## config.mk

```make
export PLATFORM = sky130hd
export DESIGN_NAME = classifier_top
export DESIGN_NICKNAME = d
export VERILOG_FILES = /design/src/verilog/classifier_pkg.sv /design/src/verilog/pio_pkg.sv /design/src/verilog/aging_timer.sv /design/src/verilog/classifier_reg.sv /design/src/verilog/classifier_top.sv /design/src/verilog/mac_table.sv
export SDC_FILE = /design/constraint.sdc
export NUM_CORES = 1
export LEC_CHECK = 0
export BUFFER_PORTS_ARGS = -buffer_cell sky130_fd_sc_hd__buf_2
export CORE_ASPECT_RATIO = 0.8
export CORE_MARGIN = 3
export CORE_UTILIZATION = 60
export CTS_CLUSTER_SIZE = 40
export DETAILED_ROUTE_END_ITERATION = 7
export GPL_ROUTABILITY_DRIVEN = 0
export PLACE_DENSITY = 0.89
export REMOVE_ABC_BUFFERS = 1
export SETUP_SLACK_MARGIN = 0.4
export SYNTH_ARGS = -nofsm -noshare
export SYNTH_HDL_FRONTEND = slang
export SYNTH_SLANG_ARGS = --single-unit
```

## constraint.sdc

```tcl
create_clock -name clk -period 21.2 [get_ports clk]
set_input_delay 1.06 -clock clk [delete_from_list [all_inputs] [get_ports clk]]
set_output_delay 1.06 -clock clk [all_outputs]
set_load 0.03 [all_outputs]
```

## src/verilog/classifier_pkg.sv

```systemverilog
//~~~~~~~~~~~~~~~~~~~~~~~~~~~~~~~~~~~~~~~~~~~~~~~~~~~~~~~~~~~~~~~~~~~~
// Types of the layer-2 classifier datapath.
// MAC address, switch port, aging period and table entry count,
// plus the default table depth and the aging reset value.
//~~~~~~~~~~~~~~~~~~~~~~~~~~~~~~~~~~~~~~~~~~~~~~~~~~~~~~~~~~~~~~~~~~~~

package classifier_pkg;

	localparam int MAC_W = 48;        // an Ethernet MAC address.
	localparam int PORT_W = 3;        // up to eight switch ports.
	localparam int AGING_W = 12;      // aging period in clk_div enables.
	localparam int ENTRY_CNT_W = 5;   // holds 0 to 16 valid entries.

	typedef logic [MAC_W-1:0] mac_addr_t;
	typedef logic [PORT_W-1:0] port_id_t;
	typedef logic [AGING_W-1:0] aging_time_t;
	typedef logic [ENTRY_CNT_W-1:0] entry_count_t;

	// default number of table entries.
	// The entry counter above is sized for this depth.
	localparam int DEF_TABLE_DEPTH = 16;

	// out of reset the aging period is the longest one the register holds.
	localparam aging_time_t AGING_TIME_RESET = '1;

endpackage

```

## src/verilog/pio_pkg.sv

```systemverilog
//~~~~~~~~~~~~~~~~~~~~~~~~~~~~~~~~~~~~~~~~~~~~~~~~~~~~~~~~~~~~~~~~~~~~
// PIO bus definitions for the classifier register bank.
// Holds the bus word type, the width of the register-select field
// and the offsets of the registers that the bank decodes.
//~~~~~~~~~~~~~~~~~~~~~~~~~~~~~~~~~~~~~~~~~~~~~~~~~~~~~~~~~~~~~~~~~~~~

package pio_pkg;

	localparam int PIO_W = 32;        // width of one PIO address or data word.
	localparam int REG_OFFSET_W = 4;  // low address bits that pick a register.

	typedef logic [PIO_W-1:0] pio_word_t;

	// the bank select already qualifies the upper address bits, so only the
	// low nibble of reg_addr is looked at inside the bank.
	typedef logic [REG_OFFSET_W-1:0] reg_offset_t;

	// register map of the classifier bank.
	localparam reg_offset_t REG_AGING_TIME = 4'h0;   // read/write.
	localparam reg_offset_t REG_ENTRY_COUNT = 4'h4;  // read only.

endpackage
```

## src/verilog/aging_timer.sv

```systemverilog
//~~~~~~~~~~~~~~~~~~~~~~~~~~~~~~~~~~~~~~~~~~~~~~~~~~~~~~~~~~~~~~~~~~~~
// aging_timer: aging period counter.
// Counts clk_div enables and gives one age_tick per aging_time.
//~~~~~~~~~~~~~~~~~~~~~~~~~~~~~~~~~~~~~~~~~~~~~~~~~~~~~~~~~~~~~~~~~~~~

module aging_timer (
	input  logic                        clk,
	input  logic                        arst_n,
	input  logic                        clk_div,     // one count per enable.
	input  classifier_pkg::aging_time_t aging_time,  // period length in enables.
	output logic                        age_tick
);
	import classifier_pkg::*;

	aging_time_t cnt;       // enables seen in the running period.
	aging_time_t cnt_inc;
	logic        period_done;

	// cnt never goes past aging_time - 1 in steady state, so the increment
	// cannot wrap even with the longest period.
	assign cnt_inc = cnt + 1'b1;

	// a greater-or-equal test rather than equality.
	// When software shortens the period below the running count, the period
	// ends at the next enable instead of after a full counter wrap.
	assign period_done = (cnt_inc >= aging_time);

	always_ff @(posedge clk or negedge arst_n) begin
		if (!arst_n) begin
			cnt <= '0;
			age_tick <= 1'b0;
		end else begin
			age_tick <= clk_div & period_done;  // one clk wide pulse.
			if (clk_div) begin
				if (period_done)
					cnt <= '0;  // restart the next period.
				else
					cnt <= cnt_inc;
			end
		end
	end

endmodule

```

## src/verilog/classifier_reg.sv

```systemverilog
//~~~~~~~~~~~~~~~~~~~~~~~~~~~~~~~~~~~~~~~~~~~~~~~~~~~~~~~~~~~~~~~~~~~~
// classifier_reg: PIO register bank of the classifier.
// Holds the aging_time register, returns the table entry count,
// and paces pio_ack / pio_rvalid on the clk_div enable.
//~~~~~~~~~~~~~~~~~~~~~~~~~~~~~~~~~~~~~~~~~~~~~~~~~~~~~~~~~~~~~~~~~~~~

module classifier_reg (
	input  logic                         clk,
	input  logic                         arst_n,
	input  logic                         clk_div,      // bus pacing enable.
	input  logic                         reg_bs,
	input  logic                         reg_rd,
	input  logic                         reg_wr,
	input  pio_pkg::pio_word_t           reg_addr,
	input  pio_pkg::pio_word_t           reg_din,
	input  classifier_pkg::entry_count_t entry_count,
	output logic                         pio_ack,
	output logic                         pio_rvalid,
	output pio_pkg::pio_word_t           pio_rdata,
	output classifier_pkg::aging_time_t  aging_time
);
	import pio_pkg::*;
	import classifier_pkg::*;

	reg_offset_t offset;     // register select taken from the address.
	logic        rd_hit;     // the offset names a readable register.
	logic        sel_aging;  // the offset names the aging_time register.
	logic        wr_aging;
	logic        ack_pend;   // a request waits for its acknowledge.
	logic        rd_d1;      // the pending request is a read.
	logic        ack_fire;

	assign offset = reg_addr[REG_OFFSET_W-1:0];
	assign wr_aging = reg_bs & reg_wr & sel_aging;  // writes land on the next edge.
	assign ack_fire = clk_div & ack_pend;           // the edge that issues the ack.

	// address decode and read mux.
	// The testbench holds reg_addr until pio_ack, so the mux output is
	// still valid when pio_rvalid comes up.
	always_comb begin
		rd_hit = 1'b0;
		sel_aging = 1'b0;
		pio_rdata = '0;
		case (offset)
			REG_AGING_TIME: begin
				rd_hit = 1'b1;
				sel_aging = 1'b1;
				pio_rdata = pio_word_t'(aging_time);
			end
			REG_ENTRY_COUNT: begin
				rd_hit = 1'b1;   // writes here have no select and fall away.
				pio_rdata = pio_word_t'(entry_count);
			end
			default: rd_hit = 1'b0;  // undecoded, acked but no read data.
		endcase
	end

	// a new request wins over the clk_div clear, so a request made in a
	// clk_div cycle is still acknowledged on the next enable.
	always_ff @(posedge clk or negedge arst_n) begin
		if (!arst_n) begin
			ack_pend <= 1'b0;
			rd_d1 <= 1'b0;
		end else begin
			if (reg_bs && (reg_rd || reg_wr))
				ack_pend <= 1'b1;
			else if (clk_div)
				ack_pend <= 1'b0;

			if (reg_rd)
				rd_d1 <= reg_bs;  // a read to another bank drops the flag.
			else if (ack_fire)
				rd_d1 <= 1'b0;    // the read window closes with the ack.
		end
	end

	// ack and rvalid move only on clk_div edges.
	// Each is high for exactly one enable period.
	always_ff @(posedge clk or negedge arst_n) begin
		if (!arst_n) begin
			pio_ack <= 1'b0;
			pio_rvalid <= 1'b0;
			aging_time <= AGING_TIME_RESET;
		end else begin
			if (clk_div) begin
				pio_ack <= ack_pend;
				pio_rvalid <= ack_pend & rd_d1 & rd_hit;
			end
			if (wr_aging)
				aging_time <= reg_din[AGING_W-1:0];  // upper data bits are dropped.
		end
	end

endmodule

```

## src/verilog/classifier_top.sv

```systemverilog
//~~~~~~~~~~~~~~~~~~~~~~~~~~~~~~~~~~~~~~~~~~~~~~~~~~~~~~~~~~~~~~~~~~~~
// classifier_top: classifier slice of the layer-2 switch.
// Connects the PIO register bank, the aging timer and the MAC table.
//~~~~~~~~~~~~~~~~~~~~~~~~~~~~~~~~~~~~~~~~~~~~~~~~~~~~~~~~~~~~~~~~~~~~

module classifier_top #(
	parameter int TABLE_DEPTH = classifier_pkg::DEF_TABLE_DEPTH
) (
	input  logic                      clk,
	input  logic                      arst_n,
	input  logic                      clk_div,
	input  logic                      reg_bs,
	input  logic                      reg_rd,
	input  logic                      reg_wr,
	input  pio_pkg::pio_word_t        reg_addr,
	input  pio_pkg::pio_word_t        reg_din,
	output logic                      pio_ack,
	output logic                      pio_rvalid,
	output pio_pkg::pio_word_t        pio_rdata,
	input  logic                      pkt_valid,
	input  classifier_pkg::mac_addr_t src_mac,
	input  classifier_pkg::mac_addr_t dst_mac,
	input  classifier_pkg::port_id_t  src_port,
	output logic                      res_valid,
	output logic                      res_flood,
	output classifier_pkg::port_id_t  res_port
);
	import classifier_pkg::*;

	aging_time_t  aging_time;   // from the register bank to the timer.
	logic         age_tick;     // starts one aging sweep.
	entry_count_t entry_count;  // table occupancy, read back over PIO.

	classifier_reg classifier_reg_inst (
		.clk         (clk),
		.arst_n      (arst_n),
		.clk_div     (clk_div),
		.reg_bs      (reg_bs),
		.reg_rd      (reg_rd),
		.reg_wr      (reg_wr),
		.reg_addr    (reg_addr),
		.reg_din     (reg_din),
		.entry_count (entry_count),
		.pio_ack     (pio_ack),
		.pio_rvalid  (pio_rvalid),
		.pio_rdata   (pio_rdata),
		.aging_time  (aging_time)
	);

	aging_timer aging_timer_inst (
		.clk        (clk),
		.arst_n     (arst_n),
		.clk_div    (clk_div),
		.aging_time (aging_time),
		.age_tick   (age_tick)
	);

	mac_table #(
		.TABLE_DEPTH (TABLE_DEPTH)
	) mac_table_inst (
		.clk         (clk),
		.arst_n      (arst_n),
		.pkt_valid   (pkt_valid),
		.src_mac     (src_mac),
		.dst_mac     (dst_mac),
		.src_port    (src_port),
		.age_tick    (age_tick),
		.res_valid   (res_valid),
		.res_flood   (res_flood),
		.res_port    (res_port),
		.entry_count (entry_count)
	);

endmodule

```

## src/verilog/mac_table.sv

```systemverilog
//~~~~~~~~~~~~~~~~~~~~~~~~~~~~~~~~~~~~~~~~~~~~~~~~~~~~~~~~~~~~~~~~~~~~
// mac_table: direct-mapped MAC forwarding table.
// Two-stage pipeline with the dst lookup in stage 1 and the src learn
// in stage 2, forwarding between them, an aging sweep on age_tick and
// a running count of valid entries.
//~~~~~~~~~~~~~~~~~~~~~~~~~~~~~~~~~~~~~~~~~~~~~~~~~~~~~~~~~~~~~~~~~~~~

module mac_table #(
	parameter int TABLE_DEPTH = classifier_pkg::DEF_TABLE_DEPTH
) (
	input  logic                         clk,
	input  logic                         arst_n,
	input  logic                         pkt_valid,   // one strobe per packet.
	input  classifier_pkg::mac_addr_t    src_mac,
	input  classifier_pkg::mac_addr_t    dst_mac,
	input  classifier_pkg::port_id_t     src_port,
	input  logic                         age_tick,
	output logic                         res_valid,   // two cycles after pkt_valid.
	output logic                         res_flood,
	output classifier_pkg::port_id_t     res_port,
	output classifier_pkg::entry_count_t entry_count
);
	import classifier_pkg::*;

	localparam int IDX_W = (TABLE_DEPTH > 1) ? $clog2(TABLE_DEPTH) : 1;

	typedef logic [IDX_W-1:0] idx_t;

	// folds the twelve nibbles of a MAC together.
	// The 4-bit result is then cut or widened to the index width.
	function automatic idx_t mac_hash(input mac_addr_t mac);
		logic [3:0] x;
		x = '0;
		for (int i = 0; i < MAC_W / 4; i++) begin
			x = x ^ mac[i*4 +: 4];
		end
		return idx_t'(x);
	endfunction

	mac_addr_t mac_mem [TABLE_DEPTH];   // learned MAC per slot.
	port_id_t  port_mem [TABLE_DEPTH];  // port the MAC was seen on.

	logic [TABLE_DEPTH-1:0] valid;      // the slot holds a live entry.
	logic [TABLE_DEPTH-1:0] active;     // learned since the last tick.
	logic [TABLE_DEPTH-1:0] valid_nxt;
	logic [TABLE_DEPTH-1:0] active_nxt;

	logic      s1_valid;
	idx_t      s1_src_idx;
	idx_t      s1_dst_idx;
	mac_addr_t s1_src_mac;
	mac_addr_t s1_dst_mac;
	port_id_t  s1_src_port;

	idx_t      s2_src_idx;   // learn target, valid while res_valid is high.
	mac_addr_t s2_src_mac;
	port_id_t  s2_src_port;

	logic         fwd;       // stage 2 writes the slot that stage 1 reads.
	logic         ent_valid;
	mac_addr_t    ent_mac;
	port_id_t     ent_port;
	logic         hit;
	logic         add;       // the learn fills an empty slot.
	entry_count_t rm_cnt;    // entries dropped in this edge.
	entry_count_t count_nxt;

	// the stage 2 write only reaches the memory at the end of its cycle, so
	// a lookup one packet behind takes the entry straight from stage 2.
	assign fwd = res_valid && (s2_src_idx == s1_dst_idx);
	assign ent_valid = fwd | valid[s1_dst_idx];
	assign ent_mac = fwd ? s2_src_mac : mac_mem[s1_dst_idx];
	assign ent_port = fwd ? s2_src_port : port_mem[s1_dst_idx];
	assign hit = ent_valid && (ent_mac == s1_dst_mac);

	// aging sweep first, then the learn on top of it.
	// A learn that meets a tick on the same slot keeps the entry alive.
	always_comb begin
		valid_nxt = valid;
		active_nxt = active;
		rm_cnt = '0;
		if (age_tick) begin
			valid_nxt = valid & active;  // idle entries go.
			active_nxt = '0;             // the rest must be learned again.
		end
		if (res_valid) begin
			valid_nxt[s2_src_idx] = 1'b1;
			active_nxt[s2_src_idx] = 1'b1;
		end
		for (int i = 0; i < TABLE_DEPTH; i++) begin
			if (valid[i] && !valid_nxt[i])
				rm_cnt = rm_cnt + 1'b1;
		end
	end

	// a learn over another MAC in a live slot leaves the count alone.
	assign add = res_valid & ~valid[s2_src_idx];
	assign count_nxt = entry_count + entry_count_t'(add) - rm_cnt;

	always_ff @(posedge clk or negedge arst_n) begin
		if (!arst_n) begin
			s1_valid <= 1'b0;
			res_valid <= 1'b0;
			valid <= '0;
			active <= '0;
			entry_count <= '0;
		end else begin
			s1_valid <= pkt_valid;
			res_valid <= s1_valid;
			valid <= valid_nxt;
			active <= active_nxt;
			entry_count <= count_nxt;
		end
	end

	// pipeline payload and table contents.
	// The valid flags above say when these hold anything.
	always_ff @(posedge clk) begin
		if (pkt_valid) begin
			s1_src_idx <= mac_hash(src_mac);
			s1_dst_idx <= mac_hash(dst_mac);
			s1_src_mac <= src_mac;
			s1_dst_mac <= dst_mac;
			s1_src_port <= src_port;
		end
		if (s1_valid) begin
			res_flood <= ~hit;
			res_port <= hit ? ent_port : '0;  // port 0 on a flood.
			s2_src_idx <= s1_src_idx;
			s2_src_mac <= s1_src_mac;
			s2_src_port <= s1_src_port;
		end
		if (res_valid) begin
			mac_mem[s2_src_idx] <= s2_src_mac;   // replaces any MAC in the slot.
			port_mem[s2_src_idx] <= s2_src_port;
		end
	end

endmodule

```

==> results.yml <==
outcome:
  status: "finished clean"
route:
  dr_wl_met3_um: 15100
  wl_met2_um: 57400
  drt_iter0_drc: 3722
  dr.pass1.iters: 6
  highest_layer: "met5"
  num_vias: 23526
  drt-wirelength-per-cell_um: 34.9
  postRouteAntennaNets: 0
  wl_met1_um: 36900
  wirelength_um: 117000
  drc: 0
  vias_per_cell: 6.99
run:
  cap_violations: 0
yosys:
  ys_types: 73
  synth_warnings: 0
  yosysTopAreaCellShare: 0.683
  syn_area_um2: 43200
  synthCells: 2168
  synthArstFlopShare: 0.0645
  synth-edff-count: 982
  yosysTopAreaCell: "edfxtp_1"
  avgSynthCellArea_um2: 19.9
  synth_area_leaders: "edfxtp_1 (68%), mux4_2 (14%), dfrtp_1 (3.2%)"
  ys_seq_elements: 1054
  ys.flop_type: "edfxtp_1"
  ys_seq_area_frac: 0.724
die:
  die_h_um: 246
  io_pins: 209
  dieArea_um2: 75300
  coreArea_um2: 70900
  initial_core_util: 0.609
  dieWidth_um: 306
  fp-row-count: 87
final_layout:
  fin_cells: 3367
  drive_gt1_frac: 0.265
  fill_cells: 3965
  layout.nets: 2556
  area_delta_synth_final_pct: 11.5
worst_setup_path:
  r2r_start: "aging_timer_inst.age_tick$_DFF_PN0_"
  rrSetupSlack_ps: 8410
  cp_max_fo: 32
  end_kind: "flip-flop"
  worstPathBufferInverterCount: 5
  setup.worst_path.start_class: "flip-flop"
  reg2reg_depth: 56
  arrival_ps: 13370
  cp_top_family: "adder cells"
  cp_common_cell: "ha_1"
  slowest_stage: "inv_1"
  path_class: "flip-flop to flip-flop"
  cp.required_ps: 21780
  worstReg2RegEnd: "mac_table_inst.entry_count[4]$_DFF_PN0_"
  max_stage_delay_ps: 820
cts:
  post_cts_buffers: 0
  cts.path.max_buffers: 3
  clk_pin_slew_ps: 70
  cts_max_level: 3
  cts_resized: 0
  clk_latency_ps: 670
  cts_inserted_buffers: 95
  cts_tree: "done"
  cts_root_buf: "clkbuf_16"
  cts_hold_buffers: 0
  clock-sinks: 1054
grt:
  track_usage: 0.318
  antenna_found_initial: 4
  grt_pass1_vias: 24252
  grt_max_degree: 71
  grt_overflow: 0
  grt_pass1_wl_um: 169000
sta:
  tns_ps: 0
  tightest_slew_ps: 1260
  fin_ws_ps: 8410
  slew_violations: 0
  fmax_ghz: 0.0782
  min_period_over_period: 0.603
  max_slew_margin: 0.157
  hold_viol_final: 0
  fin_skew_ps: 28.3
  period_needed_ps: 12790
  setup_violations: 0
  rsz0062_at_grt: "no"
power_and_ir_drop:
  peakVddDrop_uv: 109
  p_leak_uw: 0.0161
  powerDensity_nw_per_um2: 135
place:
  place_ws_ps: 9340
  placement.io_buffers: 140
  dpl.cell_count: 3186
  dp_hpwl_um: 60400
min_path:
  hold_class: "flip-flop to flip-flop"
  worstHoldEndpoint: "mac_table_inst.s2_src_port[0]$_DFFE_PP_"
  min_path_cells: 0
  worstHoldStart: "mac_table_inst.s1_src_port[0]$_DFFE_PP_"
[cells in the mapped netlist (all sizes together) (5+ instances only)]
library cell and instances:
buf 52, mux2i 58, clkbuf 54, and3 14, edfxtp 982, nand2b 11
a211oi 7, mux4 265, ha 36, o21ai 45, xor2 31, and2 9
o22ai 13, o2111ai 7, dfrtp 56, a21oi 20, nand3b 7, xnor2 153
a31oi 6, nor3 13, nor2 40, nor4 12, dfstp 12, nand4 5
o211ai 6, nand2 66, o221ai 8, inv 67, mux2 11, a21o 30
nand3 19, nor2b 6
[logic make-up (layout without fill, tap and decap cells)]
kind of cell,count (synthesis),in the layout,synth area share
simple gates,218,218,0.0257
fa+ha+maj,37,37,0.0109
flops,1054,1054,0.724
other cells,1,23,0.0000868
mux,334,334,0.155
buf+inv,173,416,0.0170
compound gates,163,163,0.0256
xor+xnor,188,188,0.0417
[worst max path at each step]
stage	from	end	slack, ps	cells past startpoint
after floorplan	flip-flop	mac_table_inst.res_flood$_DFFE_PP_	10600	8
after global placement	aging_timer_inst.age_tick$_DFF_PN0_	mac_table_inst.entry_count[4]$_DFF_PN0_	9770	55
after detailed placement	aging_timer_inst.age_tick$_DFF_PN0_	mac_table_inst.entry_count[4]$_DFF_PN0_	9340	57
after CTS	aging_timer_inst.age_tick$_DFF_PN0_	mac_table_inst.entry_count[4]$_DFF_PN0_	8720	56
after global routing	aging_timer_inst.age_tick$_DFF_PN0_	mac_table_inst.entry_count[4]$_DFF_PN0_	7650	56
final	aging_timer_inst.age_tick$_DFF_PN0_	mac_table_inst.entry_count[4]$_DFF_PN0_	8410	56
[per-layer routing]
layer	global-route usage	vias up
met5	0	-
met4	0.181	4
met3	0.0869	540
met2	0.512	2126
met1	0.394	11792
li1	-	9064
[flip-flops by register name (all words and copies together) (netlist names), 3 cells and up, named ones only]
name	flops
mac_table_inst.s2_src_mac	48
mac_table_inst.s1_src_idx	4
classifier_reg_inst.aging_time	12
aging_timer_inst.cnt	12
mac_table_inst.s2_src_port	3
mac_table_inst.valid	16
mac_table_inst.s2_src_idx	4
mac_table_inst.s1_src_port	3
mac_table_inst.res_port	3
mac_table_inst.s1_src_mac	48
mac_table_inst.entry_count	5
mac_table_inst.port_mem	48
mac_table_inst.active	16
mac_table_inst.mac_mem	768
mac_table_inst.s1_dst_mac	48
mac_table_inst.s1_dst_idx	4
[layout by cell type, fill, tap and decap left out, types with 21 or more instances in the layout]
| cell | Yosys | routed |
|---|---|---|
| mux2i_1 | 58 | 58 |
| inv_1 | 67 | 57 |
| o21ai_0 | 43 | 43 |
| nand2_1 | 66 | 66 |
| nor2_1 | 40 | 36 |
| clkbuf_16 | 0 | 96 |
| ha_1 | 36 | 36 |
| xnor2_1 | 146 | 146 |
| dfrtp_1 | 56 | 55 |
| buf_2 | 5 | 139 |
| mux4_2 | 265 | 265 |
| buf_4 | 21 | 31 |
| a21o_1 | 30 | 30 |
| clkinv_1 | 0 | 21 |
| edfxtp_1 | 982 | 982 |
| xor2_1 | 28 | 28 |
[power breakdown]
part / switching, uW / internal (uW)
Clock: 771 / 1010
Combinational: 1100 / 975
Sequential: 203 / 2430
Total: 2080 / 4420
[worst reg2reg max path: cells and delay by family, from the launching register on]
family / cells / cell delay [ps]
adders and majority gates: 12 / 3350
and+or+nand+nor: 12 / 2090
DFF: 1 / 520
buffers and inverters: 5 / 1160
AOI/OAI and AO/OA: 16 / 3220
muxes: 2 / 560
xor gates and xnor gates: 9 / 1790
[final cells by class]
type,instances,area (um^2),area share
clock buffers,116,2490,0.0517
inverters,67,251,0.00522
repair buffers,171,940,0.0195
multi-input cells,960,11300,0.234
flip-flops and latches,1054,31300,0.650
well taps,934,1170,0.0243
diodes,3,7.51,0.000156
clock inverters,62,707,0.0147
[per-stage QoR]
stage          utilization  hold slack, ps  total power, uW  area [um^2]
2_1_floorplan            -             400             4290        42800
3_3_place_gp         0.634             401             4500        44900
3_5_place_dp         0.634             405             4630        44900
4_1_cts              0.679             418             6470        48100
5_1_grt              0.679             424             6700        48100
6_report             0.679             412             6500        48100
Power figures use the tool's default switching activity.
